## config.mk

```make
export PLATFORM = sky130hd
export DESIGN_NAME = way_select
export DESIGN_NICKNAME = d
export VERILOG_FILES = /design/src/hw/cache_pkg.sv /design/src/hw/way_select.sv
export VERILOG_INCLUDE_DIRS = /design/src /design/src/hw
export SDC_FILE = /design/constraint.sdc
export NUM_CORES = 1
export LEC_CHECK = 0
export CELL_PAD_IN_SITES_DETAIL_PLACEMENT = 1
export CELL_PAD_IN_SITES_GLOBAL_PLACEMENT = 1
export CORE_ASPECT_RATIO = 0.5
export CORE_MARGIN = 2
export CORE_UTILIZATION = 35
export CTS_BUF_LIST = sky130_fd_sc_hd__clkbuf_4
export CTS_CLUSTER_SIZE = 12
export DETAILED_ROUTE_END_ITERATION = 10
export DONT_BUFFER_PORTS = 1
export PLACE_DENSITY = 0.7
export SYNTH_ARGS = -nofsm -noshare
export SYNTH_HDL_FRONTEND = slang
export SYNTH_SLANG_ARGS = --single-unit
```

## constraint.sdc

```tcl
create_clock -name clk -period 1.6 [get_ports clk]
set_input_delay 0.16 -clock clk [delete_from_list [all_inputs] [get_ports clk]]
set_output_delay 0.16 -clock clk [all_outputs]
set_load 0.05 [all_outputs]
```

## src/hw/cache_params.svh

```systemverilog
// cache and memory parameters
//   address field widths and word width
//   line size in words
//   bank busy time and read latency of the main memory
`ifndef CACHE_PARAMS_SVH
`define CACHE_PARAMS_SVH

// byte address and data word
`define ADDR_W      16
`define DATA_W      16

// address split into tag, set index and byte offset
`define TAG_W       5
`define INDEX_W     8
`define OFFSET_W    3

// words per line, also the number of memory banks
`define LINE_WORDS  4

// memory timing in cycles
`define BANK_BUSY   4
`define MEM_RD_LAT  2

`endif

```

## src/hw/cache_pkg.sv

```systemverilog
// shared cache types
//   address, word and address field types
//   controller state encoding
`default_nettype none

`include "cache_params.svh"

package cache_pkg;

   typedef logic [`ADDR_W-1:0]   addr_t;
   typedef logic [`DATA_W-1:0]   word_t;
   typedef logic [`TAG_W-1:0]    tag_t;
   typedef logic [`INDEX_W-1:0]  index_t;
   typedef logic [`OFFSET_W-1:0] offset_t;

   // write-back and fill states are consecutive so the FSM can step by one
   typedef enum logic [3:0]
   {
      idle,
      lookup_rd,
      lookup_wr,
      wb_0,
      wb_1,
      wb_2,
      wb_3,
      fill_rd_0,
      fill_rd_1,
      fill_rd_2_wr_0,
      fill_rd_3_wr_1,
      fill_wr_2,
      fill_wr_3,
      write_after_fill,
      done_miss,
      done_hit
   } ctrl_state_t;

endpackage

`default_nettype wire

```

## src/hw/way_select.sv

```systemverilog
// way selection for the two-way cache
//   hit combining and victim bit
//   way choice register and write strobes
//   tag and data multiplexers
`timescale 1ns/1ps
`default_nettype none

module way_select
(
   input  logic             clk,
   input  logic             rst,
   input  logic             hit_0,
   input  logic             hit_1,
   input  logic             valid_0,
   input  logic             valid_1,
   input  logic             dirty_0,
   input  logic             dirty_1,
   input  cache_pkg::tag_t  tag_0,
   input  cache_pkg::tag_t  tag_1,
   input  cache_pkg::word_t data_0,
   input  cache_pkg::word_t data_1,
   input  logic             lookup,
   input  logic             write_en,
   output logic             any_hit,
   output logic             victim_dirty,
   output cache_pkg::tag_t  sel_tag,
   output cache_pkg::word_t sel_data,
   output logic             write_0,
   output logic             write_1
);
   logic victim_q;
   logic choice_q;
   logic choice_now;
   logic way_pick;
   logic sel_way;

   // empty ways are filled first, then the victim bit decides
   assign choice_now = (valid_0 & valid_1) ? victim_q : valid_0;

   // the choice is live in lookup and held for the rest of the miss
   assign way_pick = lookup ? choice_now : choice_q;

   // a hit overrides the choice, way 1 wins a double hit
   assign sel_way = hit_1 | (~hit_0 & way_pick);

   assign any_hit      = hit_0 | hit_1;
   assign victim_dirty = sel_way ? dirty_1 : dirty_0;
   assign sel_tag      = sel_way ? tag_1 : tag_0;
   assign sel_data     = sel_way ? data_1 : data_0;
   assign write_0      = write_en & ~sel_way;
   assign write_1      = write_en & sel_way;

   always_ff @(posedge clk)
   begin
      if (rst)
      begin
         victim_q <= 1'b0;
         choice_q <= 1'b0;
      end
      else if (lookup)
      begin
         victim_q <= ~victim_q;
         choice_q <= choice_now;
      end
   end

endmodule

`default_nettype wire

```

# Word-level counts from Yosys, hierarchy flattened
# Index checks and enable logic that the tools add are counted.
# totals
regBits	2
input_bits	52
out_inout_bits	25
# op_classes
muxes	5
n_bitwise	9
# ops
op	n
$mux 16	1
$mux 5	1
$and 1x1->1	4
$mux 1	3
$not 1->1	3
$or 1x1->1	2

# Logic depth before layout (Yosys ltp)
# logic_depth
word_depth	7
depth_mapped	5
depth_no_buf	3

# Worst setup path before layout
# OpenSTA, ideal clock, no wires.
# synth_timing
path_kind	flip-flop to output port
start	register victim_q
end	output write_1
t_arrival_ps	1327
required_time_ps	1440
path_slack_ps	113
path_stages_with_launch	4
path_cell_list	dfxtp_1 -> nand2b_1 -> a21oi_2 -> o21ai_1
# synth_via
elab_chain_len	5
# synth_rtl
element	line	source
from (decl)	way_select.sv:31	logic victim_q;
from (signal assigned)	way_select.sv:62	victim_q <= ~victim_q;
$mux 1	way_select.sv:38	assign choice_now = (valid_0 & valid_1) ? victim_q : valid_0;
$mux 1	-	
$and 1x1->1	way_select.sv:44	assign sel_way = hit_1 | (~hit_0 & way_pick);
$or 1x1->1	way_select.sv:44	
$and 1x1->1	way_select.sv:51	assign write_1 = write_en & sel_way;
to (decl)	way_select.sv:29	output logic write_1
# Every way passes these cells.

# Final worst setup path
# layout_timing
start	register choice_q
end	output sel_tag[0]
# layout_via
elab_chain_len	4
# layout_rtl
element	line	source
from (decl)	way_select.sv:32	logic choice_q;
from (signal assigned)	way_select.sv:63	choice_q <= choice_now;
$mux 1	-	
$and 1x1->1	way_select.sv:44	
$or 1x1->1	way_select.sv:44	
$mux 5	way_select.sv:48	assign sel_tag = sel_way ? tag_1 : tag_0;
to (decl)	way_select.sv:26	output cache_pkg::tag_t sel_tag,
# Every way passes these cells.

==> metrics.cfg <==
[logic_synthesis]
synthSimpleGateAreaFrac=0.407
syn_nets=204
ys_ff_latch=2
yosys.area_share.adder=0
yosysUniqueCellTypes=20
synth_area_mm2=0.00107
ys_seq_area_frac=0.0375
synthTopCellsByArea=a222oi_1, nand3_1, o2111ai_1
avgSynthCellArea_um2=7.03
yosysTopAreaCell=a222oi_1
synth_compound_area_frac=0.409
yosysWarnings=0
synthCells=152
synth-xor-area-share=0.00820
synth_top_area_share=0.206
synth_mux_area_frac=0
synth_top_family_by_area=compound AO/OA/AOI/OAI gates

[sta]
fin_crit_ns=1.64
hold_violations=0
whs_ns=0.00349
fmax_mhz=608
worst_pin_slew_ns=0.593
slew_violations=0
finClkSkew_ns=0.00105
grt_setup_unrepaired=yes
finalSetupViolations=7
fin_crit_sh=1.03
worst_slack_ns=-0.0442
slew_headroom=0.604

[die]
dieArea_mm2=0.00354
placementRows=14
initial_core_util=0.361
core_area_mm2=0.00296
io-pin-count=77
die_h_um=43.1
die_w_um=82.1

[clocking]
cts-htree-levels=1
cts_made_buffers=3
cts_sinks=2
insertion_delay_ns=0.22
cts_tree=built
clk_pin_slew_ns=0.03
cts_root_buf=clkbuf_4
max-clock-path-buffers=2

[grt]
grt_start_max_net_pins=26
grt_pass1_wl_mm=7.76
grt_overflow_total=0
grt_pass1_vias=1585
antenna_found_initial=0
grtUsageTotal=0.282

[power]
ir_drop_v=0.000427
p_leak_nw=0.597
powerDensity_mw_per_mm2=604

[place]
dpl.cell_count=201
dpl_cell_area_mm2=0.00154
pre_cts_slack_ns=-0.152
numPortBuffers=0
hpwl_mm=3.26
routabilityCongestion=0.760

[critical_path]
endpoint_kind=primary output
slowest_delay_ns=0.31
crit_buf_inv=2
r2r_setup_slack_ns=0.63
criticalPathCategory=reg -> out
crit_path_max_fanout=10
critPathSlowestCell=dfxtp_2
critPathTopFamily=simple AND/OR/NAND/NOR gates
start_kind=flip-flop
cp_cell_sequence=nor2b_4 -> buf_12 -> a222oi_1 -> nand3_1 -> buf_12
crit_top_cell=buf_12
cp_data_arrival_time_ns=1.48
required_ns=1.44

[drt]
num_vias=1561
drc=0
drt_wl_total_mm=5.08
wire_per_inst_um=24.4
dr.pass1.iters=6
dr.first_iter.drc_count=198
viasPerCell=7.50
ant_nets=0

[finish]
num_antenna_cells=0
drive_gt1_frac=0.280
syn_to_final_growth_pct=54.2
final_cells=208
nNetsFinal=222
final_area_mm2=0.00165
num-fill-cells=340
layout.cells.most_common=nand3_1
most-common-layout-cells=nand3_1, buf_12, o2111ai_1, a222oi_1, nor2b_1
fin_util=0.557

[run]
drv_cap=0

[worst_hold_path]
hold_path.class=in -> reg

[run_status]
status=finished with violations
violations=setup timing

==> path summary, 6_finish.rpt <==
| path | start | cells past startpoint | end |
|---|---|---|---|
| max | choice_q$_SDFF_PP0_ | 5 | sel_tag[0] |
| min | rst | 1 | choice_q$_SDFF_PP0_ |
| max reg2reg | choice_q$_SDFF_PP0_ | 4 | choice_q$_SDFF_PP0_ |
| min reg2reg | victim_q$_SDFFE_PP0P_ | 2 | victim_q$_SDFFE_PP0P_ |
==> synthesized netlist by cell type <==
| library cell | n |
|---|---|
| buf_2 | 16 |
| o2111ai_1 | 22 |
| and2_1 | 1 |
| a21oi_2 | 1 |
| buf_6 | 4 |
| nor2_1 | 2 |
| and2b_4 | 2 |
| buf_4 | 2 |
| o21ai_1 | 1 |
| nor2b_1 | 21 |
| a222oi_1 | 22 |
| o211a_1 | 1 |
| nor2b_2 | 1 |
| dfxtp_1 | 2 |
| nand2b_1 | 2 |
| nor2b_4 | 1 |
| xnor2_1 | 1 |
| nand3_1 | 44 |
| inv_1 | 2 |
| nand2_1 | 4 |
==> registers in the layout, indices dropped and copies added (netlist names) <==
name      flops
choice_q      1
victim_q      1
==> worst reg2reg max path: stages, from the launching register on <==
cell and delay (ns):
dfxtp_2 0.31, nor2b_4 0.15, buf_16 0.15, a21oi_2 0.18, nor2_1 0.06
==> where the power goes <==
| part | total [mW] | switching, mW | internal, mW | leakage [nW] |
|---|---|---|---|---|
| Sequential | 0.0630 | 0.00787 | 0.0552 | 0.0172 |
| Clock | 0.110 | 0.0277 | 0.0827 | 0.0138 |
| Combinational | 0.821 | 0.453 | 0.368 | 0.566 |
==> area by class of cell <==
type                       instances  area (um2)  share of cell area
tap                               40        50.0              0.0304
multi-input combinational        127         918               0.557
sequential                         2        42.5              0.0258
inverter                           2        7.51             0.00456
clock buffer                       3        22.5              0.0137
timing repair buffer              34         607               0.368
==> kinds of logic after synthesis <==
kind of cell / after synthesis
AO/OA/AOI/OAI: 47
XOR/XNOR: 1
buffers and inverters: 24
flip-flops: 2
AND/OR/NAND/NOR: 78
==> metal layers <==
metal,track usage,vias to the layer above,wire (um)
li1,-,673,-
met3,0.0638,18,516
met4,0.130,0,133
met2,0.475,108,2450
met1,0.342,762,1980
met5,0,-,0
==> metrics by stage <==
| step | setup TNS, ns | power, mW |
|---|---|---|
| 6_report | -0.174 | 0.995 |
| 5_1_grt | -1.03 | 1.03 |
| 4_1_cts | -0.183 | 0.992 |
| 3_5_place_dp | -2.20 | 0.854 |
| 3_3_place_gp | -2.26 | 0.839 |
| 2_1_floorplan | 0 | 0.533 |
==> repair_timing <==
action	CTS	global route
hold buffers	1	0
cloned	2	0
buffers inserted	1	0
hold endpoints to repair	1	0
gates resized for setup	9	1
endpoints found under the setup margin	24	24
pin swaps	16	27
No activity file was read; power rests on OpenSTA's default activity.
