### src/hw/cache_params.svh
// cache and memory parameters
//   address field widths and word width
//   line size in words
//   bank busy time and read latency of the main memory
`ifndef CACHE_PARAMS_SVH
`define CACHE_PARAMS_SVH

// byte address and data word
`define ADDR_W      16
`define DATA_W      16

// address split into tag, set index and byte offset
`define TAG_W       5
`define INDEX_W     8
`define OFFSET_W    3

// words per line, also the number of memory banks
`define LINE_WORDS  4

// memory timing in cycles
`define BANK_BUSY   4
`define MEM_RD_LAT  2

`endif

### src/hw/cache_pkg.sv
// shared cache types
//   address, word and address field types
//   controller state encoding
`default_nettype none

`include "cache_params.svh"

package cache_pkg;

   typedef logic [`ADDR_W-1:0]   addr_t;
   typedef logic [`DATA_W-1:0]   word_t;
   typedef logic [`TAG_W-1:0]    tag_t;
   typedef logic [`INDEX_W-1:0]  index_t;
   typedef logic [`OFFSET_W-1:0] offset_t;

   // write-back and fill states are consecutive so the FSM can step by one
   typedef enum logic [3:0]
   {
      idle,
      lookup_rd,
      lookup_wr,
      wb_0,
      wb_1,
      wb_2,
      wb_3,
      fill_rd_0,
      fill_rd_1,
      fill_rd_2_wr_0,
      fill_rd_3_wr_1,
      fill_wr_2,
      fill_wr_3,
      write_after_fill,
      done_miss,
      done_hit
   } ctrl_state_t;

endpackage

`default_nettype wire

### src/hw/cache_ctrl.sv
// cache controller FSM
//   lookup of reads and writes
//   dirty victim write-back and four-word line fill
//   done, stall and hit status
`timescale 1ns/1ps
`default_nettype none

`include "cache_params.svh"

module cache_ctrl
(
   input  logic             clk,
   input  logic             rst,
   input  cache_pkg::addr_t addr,
   input  cache_pkg::word_t data_in,
   input  logic             rd,
   input  logic             wr,
   input  logic             any_hit,
   input  logic             victim_dirty,
   input  cache_pkg::tag_t  sel_tag,
   input  cache_pkg::word_t sel_data,
   input  logic             mem_stall,
   input  cache_pkg::word_t mem_rd_data,
   output logic             comp,
   output logic             write_en,
   output logic             lookup,
   output logic [1:0]       word_sel,
   output cache_pkg::word_t way_data,
   output cache_pkg::addr_t mem_addr,
   output logic             mem_rd,
   output logic             mem_wr,
   output cache_pkg::word_t mem_wr_data,
   output logic             done,
   output logic             stall,
   output logic             cache_hit
);
   import cache_pkg::*;

   ctrl_state_t state;
   ctrl_state_t next_state;
   ctrl_state_t start_state;
   tag_t        req_tag;
   index_t      req_index;
   offset_t     req_offset;
   tag_t        mem_tag;
   logic [1:0]  mem_word;
   logic [1:0]  wb_word;
   logic [1:0]  rd_word;
   logic [1:0]  fill_word;
   logic        fill_sel;

   assign req_tag    = addr[`ADDR_W-1 -: `TAG_W];
   assign req_index  = addr[`OFFSET_W +: `INDEX_W];
   assign req_offset = addr[`OFFSET_W-1:0];

   // word position within each state sequence
   assign wb_word   = 2'(state - wb_0);
   assign rd_word   = 2'(state - fill_rd_0);
   assign fill_word = 2'(state - fill_rd_2_wr_0);

   assign mem_addr    = {mem_tag, req_index, mem_word, 1'b0};
   assign mem_wr_data = sel_data;
   assign way_data    = fill_sel ? mem_rd_data : data_in;

   always_comb
   begin
      if (rd && !wr)
         start_state = lookup_rd;
      else if (wr && !rd)
         start_state = lookup_wr;
      else
         start_state = idle;
   end

   always_comb
   begin
      next_state = state;
      comp       = 1'b0;
      write_en   = 1'b0;
      lookup     = 1'b0;
      word_sel   = req_offset[`OFFSET_W-1:1];
      fill_sel   = 1'b0;
      mem_tag    = req_tag;
      mem_word   = 2'd0;
      mem_rd     = 1'b0;
      mem_wr     = 1'b0;
      done       = 1'b0;
      stall      = 1'b1;
      cache_hit  = 1'b0;
      case (state)
         idle:
         begin
            stall      = 1'b0;
            next_state = start_state;
         end
         lookup_rd, lookup_wr:
         begin
            lookup   = 1'b1;
            comp     = 1'b1;
            write_en = (state == lookup_wr);
            if (any_hit)
            begin
               // read hits finish here, write hits one cycle later
               done       = (state == lookup_rd);
               cache_hit  = (state == lookup_rd);
               next_state = (state == lookup_rd) ? idle : done_hit;
            end
            else
               next_state = victim_dirty ? wb_0 : fill_rd_0;
         end
         wb_0, wb_1, wb_2, wb_3:
         begin
            mem_wr   = 1'b1;
            mem_tag  = sel_tag;
            mem_word = wb_word;
            word_sel = wb_word;
            if (!mem_stall)
               next_state = ctrl_state_t'(state + 4'd1);
         end
         fill_rd_0, fill_rd_1, fill_rd_2_wr_0, fill_rd_3_wr_1:
         begin
            mem_rd   = 1'b1;
            mem_word = rd_word;
            if (!mem_stall)
               next_state = ctrl_state_t'(state + 4'd1);
         end
         fill_wr_2:
            next_state = fill_wr_3;
         fill_wr_3:
            next_state = wr ? write_after_fill : done_miss;
         write_after_fill:
         begin
            comp       = 1'b1;
            write_en   = 1'b1;
            next_state = done_miss;
         end
         done_miss:
         begin
            done       = 1'b1;
            stall      = 1'b0;
            next_state = start_state;
         end
         done_hit:
         begin
            done       = 1'b1;
            stall      = 1'b0;
            cache_hit  = 1'b1;
            next_state = start_state;
         end
      endcase

      // fill writes trail the memory reads by two states
      if (state inside {fill_rd_2_wr_0, fill_rd_3_wr_1, fill_wr_2, fill_wr_3})
      begin
         write_en = 1'b1;
         fill_sel = 1'b1;
         word_sel = fill_word;
      end
   end

   always_ff @(posedge clk)
   begin
      if (rst)
         state <= idle;
      else
         state <= next_state;
   end

endmodule

`default_nettype wire

### config.mk
export PLATFORM = sky130hd
export DESIGN_NAME = cache_ctrl
export DESIGN_NICKNAME = d
export VERILOG_FILES = /design/src/hw/cache_pkg.sv /design/src/hw/cache_ctrl.sv
export VERILOG_INCLUDE_DIRS = /design/src /design/src/hw
export SDC_FILE = /design/constraint.sdc
export NUM_CORES = 1
export LEC_CHECK = 0
export BUFFER_PORTS_ARGS = -buffer_cell sky130_fd_sc_hd__buf_4
export CAP_MARGIN = 10
export CORE_AREA = 2 2 64 66
export DETAILED_ROUTE_END_ITERATION = 6
export DIE_AREA = 0 0 66 68
export GPL_TIMING_DRIVEN = 0
export PLACE_DENSITY_LB_ADDON = 0.3
export SYNTH_ARGS = -nofsm -noshare
export SYNTH_HDL_FRONTEND = slang
export SYNTH_SLANG_ARGS = --single-unit
### constraint.sdc
create_clock -name clk -period 4.21 [get_ports clk]
set_input_delay 0.842 -clock clk [delete_from_list [all_inputs] [get_ports clk]]
set_output_delay 0.842 -clock clk [all_outputs]
set_load 0.03 [all_outputs]
* Word-level counts from Yosys, hierarchy flattened *
Index checks and enable logic that the tools add are counted.

word-level totals
  register bits = 4
  logic and storage cells = 58

cells by class
  add/subtract/negate cells = 4
  muxes and demuxes = 24
  eq/ne operators = 16
  reduce and logical (&&, ||, !) cells = 13

operators by type and width
  operator               count
  $eq A4 B4 Y1 const B   8
  $pmux W4 S6            1
  $eq A4 B3 Y1 const B   4
  $mux W16               1
  $mux W4                3
  $mux W2                5
  $eq A4 B2 Y1 const B   2
  $mux W1                8
  $reduce_or A4 Y1       2
  $reduce_or A8 Y1       1
  $pmux W1 S2            3
  $reduce_or A3 Y1       2
  $mux W5                1
  $add A4 B1 Y4 const B  1
  $eq A4 B1 Y1 const B   1
  $logic_not A4 Y1       1
  $pmux W2 S2            1
  $reduce_bool A4 Y1     1
  $reduce_or A2 Y1       2
  $sub A2 B2 Y2 const B  2
  $mux W3                1
  $logic_and A1 B1 Y1    2
  $logic_not A1 Y1       2
  $ne A2 B2 Y1 const B   1
  $sub A2 B1 Y2 const B  1

* Logic depth before layout (Yosys ltp) *
  word-level depth = 5
  gate-level depth with buffers = 8
  depth with buffers taken out = 6

* Worst setup path before layout *
OpenSTA, ideal clock, no wires.

  path type = register -> output
  from = register state[0]
  to = output word_sel[1]
  arrival = 1,973 ps
  data required time = 3,368 ps
  setup slack = 1,395 ps
  stages on the path, launching flop included = 9
  path buffers = 3
  path through = dfxtp_1 > ha_1 > buf_6 > or4_4 > o211ai_2 > buf_6 > buf_12 > a211oi_2 > a31oi_2

on the way
  cells in the longest elaborated chain, start to end = 4

RTL lines
  what                                                 line               RTL
  start: declaration                                   cache_ctrl.sv:39   ctrl_state_t state;
  start signal: assignment                             cache_ctrl.sv:164  state <= idle;
  start signal: assignment                             cache_ctrl.sv:166  state <= next_state;
  $eq A4 B2 Y1 / $eq A4 B3 Y1 (equally long branches)  cache_ctrl.sv:90   case (state)
  $reduce_or A4 Y1                                     cache_ctrl.sv:90
  $mux W2                                              cache_ctrl.sv:90
  $mux W2 *                                            cache_ctrl.sv:153  if (state inside {fill_rd_2_wr_0, fill_rd_3_wr_1, fill_wr_2, fill_wr_3})
  end: declaration                                     cache_ctrl.sv:27   output logic [1:0] word_sel,

Every way passes the cells marked *; elsewhere a longest branch is shown, timed or not.

* Worst setup path after layout *
  from = register state[1]
  to = output way_data[10]

on the way
  cells in the longest elaborated chain, start to end = 4

RTL lines
  what                  line               RTL
  $eq A4 B4 Y1          cache_ctrl.sv:153
  $reduce_bool A4 Y1 *  cache_ctrl.sv:153
  $mux W1 *             cache_ctrl.sv:153
  $mux W16 *            cache_ctrl.sv:63   assign way_data = fill_sel ? mem_rd_data : data_in;
  end: declaration      cache_ctrl.sv:28   output cache_pkg::word_t way_data,

Marked as above.

==> qor.yml <==
cts:
  cts_resized: 0
  htree_levels: 1
  numCtsBuffers: 3
  cts-hold-fix-buffers: 0
  post_cts_buffers: 0
  cts_tree: "yes"
  insertion_delay_ps: 210
  clkTransAtPathRegs_ps: 30
  cts_root_buffer: "clkbuf_8"
  cts.sinks: 4
  clock_path_buffers: 2
logic_synthesis:
  ys_warn_count: 0
  syn_area_per_cell_um2: 8.256
  synth_edf_count: 0
  async_reset_ff_share_pct: 0
  yosys_most_used_dff: "dfxtp_1"
  ys_ff_latch: 4
  ys_types: 41
  syn-num-nets: 214
  yosysTopAreaCell: "mux2_2"
  ys_seq_area_share_pct: 7.348
  synthTopCellsByArea: "mux2_2, buf_4, dfxtp_1, ha_1, nand2_1"
  netlist.area_leader.share_pct: 21.70
  syn_area_um2: 1090
  syn_inst: 132
drt:
  vias: 1366
  via_per_inst: 4.678
  routed_wl_mm: 3.827
  first_pass_iters: 4
  ant_nets: 0
  first_iter_violations: 59
  avgRoutedWirePerCell_um: 13.11
  detail_route.drc_violations: 0
global_route:
  grt_usage_pct: 16.55
  grt_pass1_vias: 1338
  grt_overflow: 0
  antenna_found_initial: 0
  grt_pass1_wl_mm: 5.899
  grt_max_degree: 11
job:
  cap_violations: 0
worst_hold_path:
  min_path_type: "register to register"
  min_delay_path_depth: 3
floorplanning:
  core_area_um2: 3856
  fp-row-count: 23
  dieHeight_um: 68
  dieArea_um2: 4488
  ios: 134
  die_x_um: 66
  start_util_pct: 28.26
critical_path:
  critPathRequiredTime_ps: 3370
  slowest_stage: "or4_4"
  crit_buf_inv: 4
  max_stage_delay_ps: 480
  r2r_cells: 7
  cp_max_fo: 10
  path_cells: "inv_1, ha_1, or4_4, o211ai_2, buf_6, buf_12, mux2_2, buf_4"
  start_kind: "register"
  crit_path_end_kind: "output pin"
  path_depth: 8
  path_delay_family: "buffers and inverters"
  path_class: "register to output pin"
  critPathArrivalTime_ps: 2430
sta:
  finalHoldViolCount: 0
  setup_tns_ps: 0
  fin_skew_ps: 0.8226
  fin_crit_sh_pct: 77.74
  fmax_mhz: 305.5
  setup_viol: 0
  rsz0062_at_grt: "false"
  slew_viol_final: 0
  fin_crit_ps: 3273
cells_and_area:
  fill_cells: 373
  antenna_cells: 0
  final_nets: 326
  reg_top3: "state: 4 flops"
  drive_above_1_share_pct: 71.90
  areaGrowthSynthToFinish_pct: 83.24
  multiInputGateArea_um2: 740.7
  regArea_um2: 80.08
  regMostFlops: "state"
  largest_reg_flops: 4
power_and_ir_drop:
  p_leak_nw: 1.034
  power_density_nw_per_um2: 614.3
  ir_drop_mv: 0.2173
  totalPowerFinal_mw: 1.227
place:
  dp_hpwl_mm: 3.375
  place.gp.congestion: 0.7710
  portBuffers: 107
run_status:
  outcome: "finished, final reports clean"
## metal layers
layer / up-vias / track usage, % / wire length [um]
met5: - / 0 / 0
met4: 0 / 3.061 / 8
met3: 2 / 4.112 / 380
met2: 77 / 32.58 / 2142
met1: 620 / 18.00 / 1294
li1: 667 / - / -
## worst register-to-register path, cell delays in order, from the launching register on
cell and delay [ps]:
dfxtp_1 430, inv_1 150, ha_1 220, buf_2 190
nor4_1 380, o22ai_1 270, a31o_2 310, a41oi_1 170
## metrics by stage
step	util, %	setup WS (ps)	instances	hold WS (ps)	area, um2
floorplan	-	1395	132	647.7	1090
global placement	50.71	1157	289	769.6	1956
detailed placement	50.71	1172	289	793.6	1956
CTS	51.78	921.3	292	800.5	1997
global route	51.78	763.8	292	818.8	1997
finish	51.78	937.2	292	797.7	1997
## area by class of cell
class	count	area share, %
clock buffer	3	2.068
timing repair buffer	107	40.23
buffer	32	12.53
sequential	4	4.010
multi-input combinational	91	37.09
inverter	5	0.9398
tap	50	3.133
## final timing paths
path             from      endpoint  slack [ps]
max          state[1]  way_data[10]         940
min          state[1]      state[1]         800
max reg2reg  state[1]      state[1]        2000
min reg2reg  state[1]      state[1]         800
## report_power, final
part / switching, mW / internal [mW]
registers: 0.0193 / 0.0553
clock network: 0.0190 / 0.0609
logic: 0.623 / 0.449
## synthesized netlist by cell type, types with 2 or more instances
library cell  number
nand2b_1           2
a22oi_1            2
dfxtp_1            4
nor2_1             5
buf_2              3
buf_6              2
or2_2              3
or3b_1             2
nor2b_1            3
mux2_2            21
o21ai_0            6
a221oi_1           2
inv_1              5
nand3_1            2
o211ai_1           2
a21oi_1            3
ha_1               6
o22ai_1            2
buf_4             25
a31o_2             2
nand2_1            9
a41oi_1            2
## cell families (layout without fill, tap and decap cells)
| kind of cell | count (synthesis) | in the layout | share of synthesized area [%] |
|---|---|---|---|
| buffers and inverters | 37 | 147 | 24.68 |
| DFF | 4 | 4 | 7.348 |
| other | 1 | 1 | 0.3441 |
| muxes | 22 | 22 | 22.73 |
| AOI/OAI and AO/OA | 30 | 30 | 21.47 |
| adders and majority gates | 6 | 6 | 6.888 |
| and+or+nand+nor | 32 | 32 | 16.53 |
## cells in the final DEF (no fill, tap or decap), drive strengths merged
cell and count:
a211oi 1, a21o 1, a21oi 4, a221oi 2
a22oi 2, a31o 2, a31oi 1, a41oi 2
and2 1, and4b 1, buf 138, clkbuf 4
conb 1, dfxtp 4, ha 6, inv 5
mux2 22, nand2 9, nand2b 2, nand3 2
nor2 5, nor2b 3, nor3 1, nor4 1
o211ai 3, o21a 1, o21ai 6, o21bai 1
o221ai 1, o22a 1, o22ai 2, or2 3
or3 1, or3b 2, or4 1
Power figures use the tool's default switching activity.
